File: src/verilog/ising_pkg.sv
package ising_pkg;

    localparam int NUM_SPIN      = 8;
    localparam int BITJ          = 4;
    localparam int BITH          = 4;
    localparam int PARALLELISM   = 2;
    localparam int NUM_ROW_GROUP = NUM_SPIN / PARALLELISM;
    localparam int FLIP_DEPTH    = 16;
    localparam int ENERGY_BIT    = 16;
    localparam int CFG_WIDTH     = 32;

    typedef logic [NUM_SPIN-1:0]                 spin_t;
    typedef logic [NUM_SPIN*BITJ-1:0]            jrow_t;
    typedef logic [NUM_SPIN*BITH-1:0]            hvec_t;
    typedef logic signed [ENERGY_BIT-1:0]        energy_t;
    typedef logic [$clog2(NUM_SPIN)-1:0]         spin_idx_t;
    typedef logic [$clog2(NUM_ROW_GROUP)-1:0]    grp_idx_t;
    typedef logic [$clog2(FLIP_DEPTH)-1:0]       flip_addr_t;
    typedef logic [$clog2(FLIP_DEPTH+1)-1:0]     step_cnt_t;
    typedef logic [1:0]                          cfg_sel_t;
    typedef logic [CFG_WIDTH-1:0]                cfg_data_t;

    // host configuration targets
    localparam cfg_sel_t CFG_SEL_JROW = 2'd0;
    localparam cfg_sel_t CFG_SEL_HVEC = 2'd1;
    localparam cfg_sel_t CFG_SEL_FLIP = 2'd2;
    localparam cfg_sel_t CFG_SEL_SPIN = 2'd3;

    typedef enum logic [1:0] {
        ST_IDLE,
        ST_INIT,
        ST_STEP,
        ST_DONE
    } anneal_state_e;

endpackage

File: src/verilog/ising_if.sv
`timescale 1ns/1ps

// spin request and energy result channel
interface eval_if;
    import ising_pkg::*;

    logic    spin_valid;
    logic    spin_ready;
    spin_t   spin;
    logic    energy_valid;
    logic    energy_ready;
    energy_t energy;

    modport src (
        output spin_valid, spin, energy_ready,
        input  spin_ready, energy_valid, energy
    );
    modport eval (
        input  spin_valid, spin, energy_ready,
        output spin_ready, energy_valid, energy
    );
endinterface

// one group of J rows per read, data one cycle after ren
interface weight_if;
    import ising_pkg::*;

    logic                        ren;
    grp_idx_t                    grp;
    jrow_t [PARALLELISM-1:0]     rows;
    logic [PARALLELISM*BITH-1:0] hslice;

    modport rd  (output ren, grp, input  rows, hslice);
    modport mem (input  ren, grp, output rows, hslice);
endinterface

File: src/verilog/anneal_ctrl.sv
`timescale 1ns/1ps

module anneal_ctrl (
    input  logic                   clk_i,
    input  logic                   arst_n_i,
    input  logic                   start_req_i,
    input  ising_pkg::step_cnt_t   step_num_i,
    input  logic                   eval_done_i,
    output logic                   start_ack_o,
    output logic                   busy_o,
    output logic                   cfg_en_o,
    output logic                   init_go_o,
    output logic                   step_go_o,
    output ising_pkg::flip_addr_t  step_idx_o
);
    import ising_pkg::*;

    anneal_state_e state_q;
    logic          req_q;
    logic          init_go_q;
    logic          step_go_q;
    step_cnt_t     step_num_q;
    step_cnt_t     cnt_q;

    always_ff @(posedge clk_i or negedge arst_n_i) begin
        if (!arst_n_i) begin
            state_q    <= ST_IDLE;
            req_q      <= 1'b0;
            init_go_q  <= 1'b0;
            step_go_q  <= 1'b0;
            step_num_q <= '0;
            cnt_q      <= '0;
        end else begin
            req_q     <= start_req_i;
            init_go_q <= 1'b0;
            step_go_q <= 1'b0;
            case (state_q)
                ST_IDLE: begin
                    if (start_req_i && !req_q) begin
                        state_q    <= ST_INIT;
                        init_go_q  <= 1'b1;
                        step_num_q <= step_num_i;
                    end
                end
                ST_INIT: begin
                    if (eval_done_i) begin
                        if (step_num_q == '0) begin
                            state_q <= ST_DONE;
                        end else begin
                            state_q   <= ST_STEP;
                            cnt_q     <= '0;
                            step_go_q <= 1'b1;
                        end
                    end
                end
                ST_STEP: begin
                    if (eval_done_i) begin
                        if (step_cnt_t'(cnt_q + 1'b1) == step_num_q) begin
                            state_q <= ST_DONE;
                        end else begin
                            cnt_q     <= cnt_q + 1'b1;
                            step_go_q <= 1'b1;
                        end
                    end
                end
                // ack held until the host drops its request
                ST_DONE: begin
                    if (!start_req_i) begin
                        state_q <= ST_IDLE;
                    end
                end
                default: state_q <= ST_IDLE;
            endcase
        end
    end

    assign start_ack_o = (state_q == ST_DONE);
    assign busy_o      = (state_q != ST_IDLE);
    assign cfg_en_o    = (state_q == ST_IDLE);
    assign init_go_o   = init_go_q;
    assign step_go_o   = step_go_q;
    assign step_idx_o  = flip_addr_t'(cnt_q);

endmodule

File: src/verilog/energy_monitor.sv
`timescale 1ns/1ps

module energy_monitor (
    input  logic clk_i,
    input  logic arst_n_i,
    eval_if.eval ev,
    weight_if.rd wr
);
    import ising_pkg::*;

    logic     busy_q;
    logic     run_q;
    grp_idx_t grp_q;
    logic     rd_valid_q;
    logic     rd_last_q;
    grp_idx_t rd_grp_q;
    logic     fin_q;
    spin_t    spin_q;
    energy_t  acc_q;
    energy_t  grp_sum;
    logic     energy_valid_q;
    energy_t  energy_q;
    logic     spin_hs;
    logic     energy_hs;

    // s_i * (sum_j J_ij * s_j + h_i) for one row
    function automatic energy_t row_term(jrow_t row, logic [BITH-1:0] h, spin_t s, logic si);
        energy_t                sum;
        logic signed [BITJ-1:0] jv;
        logic signed [BITH-1:0] hv;
        hv  = h;
        sum = hv;
        for (int j = 0; j < NUM_SPIN; j++) begin
            jv = row[j*BITJ +: BITJ];
            if (s[j]) begin
                sum = sum + jv;
            end else begin
                sum = sum - jv;
            end
        end
        return si ? sum : -sum;
    endfunction

    assign spin_hs   = ev.spin_valid && !busy_q;
    assign energy_hs = energy_valid_q && ev.energy_ready;

    always_comb begin
        grp_sum = '0;
        for (int k = 0; k < PARALLELISM; k++) begin
            grp_sum = grp_sum + row_term(wr.rows[k], wr.hslice[k*BITH +: BITH], spin_q,
                                         spin_q[rd_grp_q * PARALLELISM + k]);
        end
    end

    always_ff @(posedge clk_i or negedge arst_n_i) begin
        if (!arst_n_i) begin
            busy_q         <= 1'b0;
            run_q          <= 1'b0;
            grp_q          <= '0;
            rd_valid_q     <= 1'b0;
            rd_last_q      <= 1'b0;
            fin_q          <= 1'b0;
            energy_valid_q <= 1'b0;
        end else begin
            rd_valid_q <= run_q;
            rd_last_q  <= run_q && (grp_q == grp_idx_t'(NUM_ROW_GROUP - 1));
            fin_q      <= rd_valid_q && rd_last_q;
            if (spin_hs) begin
                busy_q <= 1'b1;
                run_q  <= 1'b1;
                grp_q  <= '0;
            end else if (run_q) begin
                // wraps back to zero after the last group
                grp_q <= grp_q + 1'b1;
                if (grp_q == grp_idx_t'(NUM_ROW_GROUP - 1)) begin
                    run_q <= 1'b0;
                end
            end
            if (fin_q) begin
                energy_valid_q <= 1'b1;
            end else if (energy_hs) begin
                energy_valid_q <= 1'b0;
                busy_q         <= 1'b0;
            end
        end
    end

    always_ff @(posedge clk_i) begin
        rd_grp_q <= grp_q;
        if (spin_hs) begin
            spin_q <= ev.spin;
            acc_q  <= '0;
        end else if (rd_valid_q) begin
            acc_q <= acc_q + grp_sum;
        end
        if (fin_q) begin
            energy_q <= -acc_q;
        end
    end

    assign ev.spin_ready   = !busy_q;
    assign ev.energy_valid = energy_valid_q;
    assign ev.energy       = energy_q;
    assign wr.ren          = run_q;
    assign wr.grp          = grp_q;

endmodule

File: src/verilog/flip_manager.sv
`timescale 1ns/1ps

module flip_manager (
    input  logic                   clk_i,
    input  logic                   arst_n_i,
    input  logic                   cfg_we_i,
    input  ising_pkg::cfg_sel_t    cfg_sel_i,
    input  ising_pkg::flip_addr_t  cfg_addr_i,
    input  ising_pkg::cfg_data_t   cfg_wdata_i,
    input  logic                   cfg_en_i,
    input  logic                   en_comparison_i,
    input  logic                   init_go_i,
    input  logic                   step_go_i,
    input  ising_pkg::flip_addr_t  step_idx_i,
    output logic                   eval_done_o,
    output ising_pkg::spin_t       spin_o,
    output ising_pkg::energy_t     energy_o,
    eval_if.src                    ev
);
    import ising_pkg::*;

    spin_t   flip_mem [FLIP_DEPTH];
    spin_t   cand_q;
    spin_t   spin_q;
    energy_t energy_q;
    logic    spin_valid_q;
    logic    wait_q;
    logic    init_q;
    logic    eval_done_q;
    logic    host_we;
    logic    keep;

    assign host_we = cfg_en_i && cfg_we_i;
    // initial vector is always kept, steps only if strictly lower
    assign keep    = init_q || !en_comparison_i || (ev.energy < energy_q);

    always_ff @(posedge clk_i) begin
        if (host_we && cfg_sel_i == CFG_SEL_FLIP) begin
            flip_mem[cfg_addr_i] <= cfg_wdata_i[NUM_SPIN-1:0];
        end
        if (init_go_i) begin
            cand_q <= spin_q;
        end else if (step_go_i) begin
            cand_q <= spin_q ^ flip_mem[step_idx_i];
        end
    end

    always_ff @(posedge clk_i or negedge arst_n_i) begin
        if (!arst_n_i) begin
            spin_valid_q <= 1'b0;
            wait_q       <= 1'b0;
            init_q       <= 1'b0;
            eval_done_q  <= 1'b0;
            spin_q       <= '0;
            energy_q     <= '0;
        end else begin
            eval_done_q <= 1'b0;
            if (init_go_i || step_go_i) begin
                spin_valid_q <= 1'b1;
                init_q       <= init_go_i;
            end else if (spin_valid_q && ev.spin_ready) begin
                spin_valid_q <= 1'b0;
                wait_q       <= 1'b1;
            end
            if (wait_q && ev.energy_valid) begin
                wait_q      <= 1'b0;
                eval_done_q <= 1'b1;
                if (keep) begin
                    spin_q   <= cand_q;
                    energy_q <= ev.energy;
                end
            end else if (host_we && cfg_sel_i == CFG_SEL_SPIN) begin
                spin_q <= cfg_wdata_i[NUM_SPIN-1:0];
            end
        end
    end

    assign ev.spin_valid   = spin_valid_q;
    assign ev.spin         = cand_q;
    assign ev.energy_ready = wait_q;
    assign eval_done_o     = eval_done_q;
    assign spin_o          = spin_q;
    assign energy_o        = energy_q;

endmodule

File: src/verilog/ising_core.sv
`timescale 1ns/1ps

module ising_core (
    input  logic                   clk_i,
    input  logic                   arst_n_i,
    input  logic                   cfg_we_i,
    input  ising_pkg::cfg_sel_t    cfg_sel_i,
    input  ising_pkg::flip_addr_t  cfg_addr_i,
    input  ising_pkg::cfg_data_t   cfg_wdata_i,
    input  ising_pkg::step_cnt_t   step_num_i,
    input  logic                   en_comparison_i,
    input  logic                   start_req_i,
    output logic                   start_ack_o,
    output logic                   busy_o,
    output ising_pkg::spin_t       spin_o,
    output ising_pkg::energy_t     energy_o
);
    import ising_pkg::*;

    logic       cfg_en;
    logic       ws_cfg_we;
    logic       init_go;
    logic       step_go;
    logic       eval_done;
    flip_addr_t step_idx;

    eval_if   ev ();
    weight_if wr ();

    // host writes only land while idle
    assign ws_cfg_we = cfg_we_i & cfg_en;

    anneal_ctrl u_anneal_ctrl (
        .clk_i       (clk_i),
        .arst_n_i    (arst_n_i),
        .start_req_i (start_req_i),
        .step_num_i  (step_num_i),
        .eval_done_i (eval_done),
        .start_ack_o (start_ack_o),
        .busy_o      (busy_o),
        .cfg_en_o    (cfg_en),
        .init_go_o   (init_go),
        .step_go_o   (step_go),
        .step_idx_o  (step_idx)
    );

    weight_store u_weight_store (
        .clk_i       (clk_i),
        .arst_n_i    (arst_n_i),
        .cfg_we_i    (ws_cfg_we),
        .cfg_sel_i   (cfg_sel_i),
        .cfg_addr_i  (spin_idx_t'(cfg_addr_i)),
        .cfg_wdata_i (cfg_wdata_i),
        .wr          (wr.mem)
    );

    energy_monitor u_energy_monitor (
        .clk_i    (clk_i),
        .arst_n_i (arst_n_i),
        .ev       (ev.eval),
        .wr       (wr.rd)
    );

    flip_manager u_flip_manager (
        .clk_i           (clk_i),
        .arst_n_i        (arst_n_i),
        .cfg_we_i        (cfg_we_i),
        .cfg_sel_i       (cfg_sel_i),
        .cfg_addr_i      (cfg_addr_i),
        .cfg_wdata_i     (cfg_wdata_i),
        .cfg_en_i        (cfg_en),
        .en_comparison_i (en_comparison_i),
        .init_go_i       (init_go),
        .step_go_i       (step_go),
        .step_idx_i      (step_idx),
        .eval_done_o     (eval_done),
        .spin_o          (spin_o),
        .energy_o        (energy_o),
        .ev              (ev.src)
    );

endmodule

File: src/verilog/weight_store.sv
`timescale 1ns/1ps

module weight_store (
    input  logic                  clk_i,
    input  logic                  arst_n_i,
    input  logic                  cfg_we_i,
    input  ising_pkg::cfg_sel_t   cfg_sel_i,
    input  ising_pkg::spin_idx_t  cfg_addr_i,
    input  ising_pkg::cfg_data_t  cfg_wdata_i,
    weight_if.mem                 wr
);
    import ising_pkg::*;

    jrow_t                       j_mem [NUM_SPIN];
    hvec_t                       h_vec;
    jrow_t [PARALLELISM-1:0]     rows_q;
    logic [PARALLELISM*BITH-1:0] hslice_q;

    // host writes, row i holds J_ij at bits j*BITJ
    always_ff @(posedge clk_i or negedge arst_n_i) begin
        if (!arst_n_i) begin
            for (int i = 0; i < NUM_SPIN; i++) begin
                j_mem[i] <= '0;
            end
            h_vec <= '0;
        end else if (cfg_we_i) begin
            if (cfg_sel_i == CFG_SEL_JROW) begin
                j_mem[cfg_addr_i] <= cfg_wdata_i;
            end else if (cfg_sel_i == CFG_SEL_HVEC) begin
                h_vec <= cfg_wdata_i;
            end
        end
    end

    // registered group read
    always_ff @(posedge clk_i) begin
        if (wr.ren) begin
            for (int k = 0; k < PARALLELISM; k++) begin
                rows_q[k] <= j_mem[wr.grp * PARALLELISM + k];
            end
            hslice_q <= h_vec[wr.grp * PARALLELISM * BITH +: PARALLELISM * BITH];
        end
    end

    assign wr.rows   = rows_q;
    assign wr.hslice = hslice_q;

endmodule
File: config.mk
export PLATFORM = sky130hd
export DESIGN_NAME = ising_core
export DESIGN_NICKNAME = d
export VERILOG_FILES = /design/src/verilog/ising_pkg.sv /design/src/verilog/ising_if.sv /design/src/verilog/anneal_ctrl.sv /design/src/verilog/energy_monitor.sv /design/src/verilog/flip_manager.sv /design/src/verilog/ising_core.sv /design/src/verilog/weight_store.sv
export SDC_FILE = /design/constraint.sdc
export NUM_CORES = 1
export LEC_CHECK = 0
export ABC_AREA = 1
export BUFFER_PORTS_ARGS = -buffer_cell sky130_fd_sc_hd__buf_4
export CAP_MARGIN = 25
export CELL_PAD_IN_SITES_DETAIL_PLACEMENT = 0
export CELL_PAD_IN_SITES_GLOBAL_PLACEMENT = 1
export CORE_UTILIZATION = 50
export CTS_BUF_LIST = sky130_fd_sc_hd__clkbuf_8
export DETAILED_ROUTE_END_ITERATION = 10
export PLACE_DENSITY = 0.8
export SETUP_SLACK_MARGIN = 0.02
export SYNTH_ARGS = -nofsm -noshare
export SYNTH_HDL_FRONTEND = slang
export SYNTH_SLANG_ARGS = --single-unit
File: constraint.sdc
create_clock -name clk_i -period 11.91 [get_ports clk_i]
set_input_delay 2.382 -clock clk_i [delete_from_list [all_inputs] [get_ports clk_i]]
set_output_delay 2.382 -clock clk_i [all_outputs]
set_load 0.03 [all_outputs]
==> impl_metrics.csv <==
group,metric,value,unit
timing,setup_ws,999,ps
routing,drcViolationCount,0,
clock_tree,ctsHoldBuffers,0,
die,die_h,276,µm
routing,finalWirelength,99.4,mm
power,powerDensity,97.0,mW/mm²
critical_path,crit_path_top_delay_cell,"fa_1",
critical_path,crit_top_cell,"nand2_1",
critical_path,cpPeakStageDelay,520,ps
clock_tree,clockRootBuffer,"clkbuf_8",
timing,fmax,0.0917,GHz
placed_design,gp_congestion,0.865,
yosys,seq_area_frac_synth,0.420,
yosys,yosysWarnings,0,
critical_path,reg2reg_slack,1000,ps
placed_design,dp_slack,448,ps
job,drv_cap,0,
yosys,synthTopCellsByArea,"dfrtp_1 (23%), edfxtp_1 (19%), ha_1 (10%)",
global_route,grt_pass1_wl,158,mm
die,die_w,276,µm
global_route,antenna_found_initial,2,
yosys,synth_area_leader_cell,"dfrtp_1",
final_layout,syn2layout_area_growth,9.77,%
timing,hold_viol,0,
timing,tightest_slew,907,ps
status,outcome,"finished, final reports clean",
placed_design,place_hpwl,70.1,mm
global_route,grt_max_degree,103,
routing,antenna_left,0,
final_layout,drive_above_1_share,0.0710,
critical_path,critical_path.endpoint_type,"flop",
global_route,grt_pass1_vias,28711,
worst_hold_path,holdPathStages,2,
timing,finalSetupViolCount,0,
critical_path,r2r_start,"u_weight_store.wr.rows[32]",
timing,slew_violations,0,
yosys,synth.most_common_cell,"nand2_1",
clock_tree,cts_tree,"done",
routing,drtPass1Iterations,5,
clock_tree,clkTransAtPathRegs,60,ps
die,boundaryPins,74,
clock_tree,cts_max_level,3,
clock_tree,clk_latency,730,ps
timing,min_period,10910,ps
routing,via_count,30582,
yosys,synth_seq_cells,589,
critical_path,worstPathMaxFanout,6,
timing,skew,67.8,ps
yosys,synthArstFlopShare,0.576,
timing,fin_tns_setup,0,ps
yosys,synthFlopType,"dfrtp_1",
final_layout,postLayoutCoreUtil,0.555,
worst_hold_path,worst_hold_path_type,"flop to flop",
yosys,synth_common_cells,"nand2_1 (852), o21ai_0 (606), inv_1 (523)",
critical_path,r2r_end,"u_energy_monitor.acc_q[15]",
die,core_area,0.0744,mm²
critical_path,crit_path_start_kind,"flop",
routing,wl_per_cell,17.6,µm
die,row_count,100,
timing,rsz0062_at_grt,"false",
final_layout,fin_nets,4990,
die,die_area,0.0764,mm²
timing,period_share,0.916,
clock_tree,cts_buffers,98,
timing,maxSlewHeadroom,0.389,
routing,drtIter0Drc,2398,
die,initial_core_util,0.505,
critical_path,ff2ff_path_depth,71,
power,vdd_ir_drop_max,0.115,mV
yosys,ys_types,58,
critical_path,crit_required,12510,ps
yosys,synth_nets,4936,
yosys,yosys.area.top_type_share,0.225,
yosys,synth_enable_flop_cells,232,
routing,via_per_inst,5.40,
yosys,synth_cells,4552,
clock_tree,clkSinkCount,589,
yosys,syn_area_per_cell,8.27,µm²
worst_hold_path,hold_path_end,"u_energy_monitor.fin_q",
clock_tree,cts_buffer_depth,3,
placed_design,port_buffers,73,
global_route,grt.overflow.total,0,
global_route,track_usage,0.258,
critical_path,critical_path_arrival,11510,ps
power,p_leak,20.0,nW
worst_hold_path,hp-start,"u_energy_monitor.rd_last_q",
yosys,syn_area,0.0376,mm²
critical_path,critPathKind,"flop to flop",
==> registers in the layout, indices dropped and copies added (netlist names), 2 cells and up <==
register / cells
u_energy_monitor.wr.grp: 2
u_flip_manager.energy_o: 16
u_energy_monitor.acc_q: 16
u_energy_monitor.spin_q: 8
u_flip_manager.spin_o: 8
u_weight_store.j_mem: 256
u_energy_monitor.ev.energy: 16
u_weight_store.wr.rows: 64
u_anneal_ctrl.cnt_q: 5
u_flip_manager.ev.spin: 8
u_anneal_ctrl.state_q: 2
u_flip_manager.flip_mem: 128
u_weight_store.h_vec: 32
u_weight_store.wr.hslice: 8
u_energy_monitor.rd_grp_q: 2
u_anneal_ctrl.step_num_q: 5
==> logic make-up (layout without fill, tap and decap cells) <==
kind of cell	Yosys count	count (layout)	synth area share
xor gates and xnor gates	251	251	0.0597
buffers and inverters	699	836	0.0713
AOI/OAI and AO/OA	1117	1117	0.163
adders and majority gates	336	336	0.118
and+or+nand+nor	1560	1560	0.168
other	0	1	0
DFF	589	589	0.420
==> how the worst max path moves through the flow <==
stage	end	cells past startpoint	slack (ps)	from
floorplan	u_energy_monitor.acc_q[15]	68	1310	u_energy_monitor.spin_q[0]
global placement	u_energy_monitor.acc_q[15]	70	700	u_weight_store.wr.rows[0]
detailed placement	u_energy_monitor.acc_q[15]	68	450	u_energy_monitor.spin_q[0]
global route	u_energy_monitor.acc_q[15]	70	10	u_weight_store.wr.rows[32]
CTS	u_energy_monitor.acc_q[15]	70	480	u_weight_store.wr.rows[0]
finish	u_energy_monitor.acc_q[15]	71	1000	u_weight_store.wr.rows[32]
==> layer usage <==
| metal | part of all wire | global-route usage |
|---|---|---|
| met3 | 0.048 | 0.0269 |
| met4 | 0.016 | 0.0537 |
| met2 | 0.46 | 0.412 |
| met1 | 0.48 | 0.380 |
| met5 | 0 | 0 |
==> cells in the final DEF, fill, tap and decap left out, types with 88 or more instances in the layout <==
cell,n
a21oi_1,257
buf_4,109
clkbuf_8,108
dfrtp_1,336
edfxtp_1,232
ha_1,299
inv_1,570
nand2_1,843
nand3_1,157
nor2_1,437
o21ai_0,601
o22ai_1,88
xor2_1,186
==> report_power, final <==
part	total [W]	internal (W)	switching, W
Sequential	0.00210	0.00210	0.0000000438
Clock	0.00183	0.000979	0.000854
Combinational	0.0000681	0.0000139	0.0000542
==> through the flow <==
| step | std cells | power (W) | hold WS, ps | area [µm²] |
|---|---|---|---|---|
| floorplan | 4552 | 0.00216 | 369 | 37600 |
| global placement | 5466 | 0.00221 | 422 | 39000 |
| detailed placement | 5467 | 0.00221 | 425 | 39000 |
| CTS | 5650 | 0.00403 | 439 | 41100 |
| global route | 5659 | 0.00413 | 465 | 41300 |
| finish | 5659 | 0.00401 | 434 | 41300 |
==> area by class of cell <==
class | count | area [µm²]
Clock buffer | 108 | 1490
Multi-Input combinational cell | 3264 | 19300
Antenna cell | 1 | 2.50
Tap cell | 969 | 1210
Clock inverter | 75 | 546
Sequential cell | 589 | 15800
Fill cell | 7019 | 33100
Timing Repair Buffer | 113 | 908
Inverter | 540 | 2030
==> what timing repair did <==
item                       4_1_cts  5_1_grt
gates resized for setup          0       33
setup buffers                    0        6
setup endpoints to repair        0        1
==> worst max-delay path: cells and delay by family (launching register included) <==
| family | cells | cell delay (ps) |
|---|---|---|
| AND/OR/NAND/NOR | 25 | 2150 |
| flip-flops | 1 | 390 |
| buffers and inverters | 13 | 870 |
| adder cells (fa/ha/maj) | 11 | 3870 |
| AO/OA/AOI/OAI | 12 | 1720 |
| XOR/XNOR | 10 | 1840 |
No activity file was read; power rests on OpenSTA's default activity.
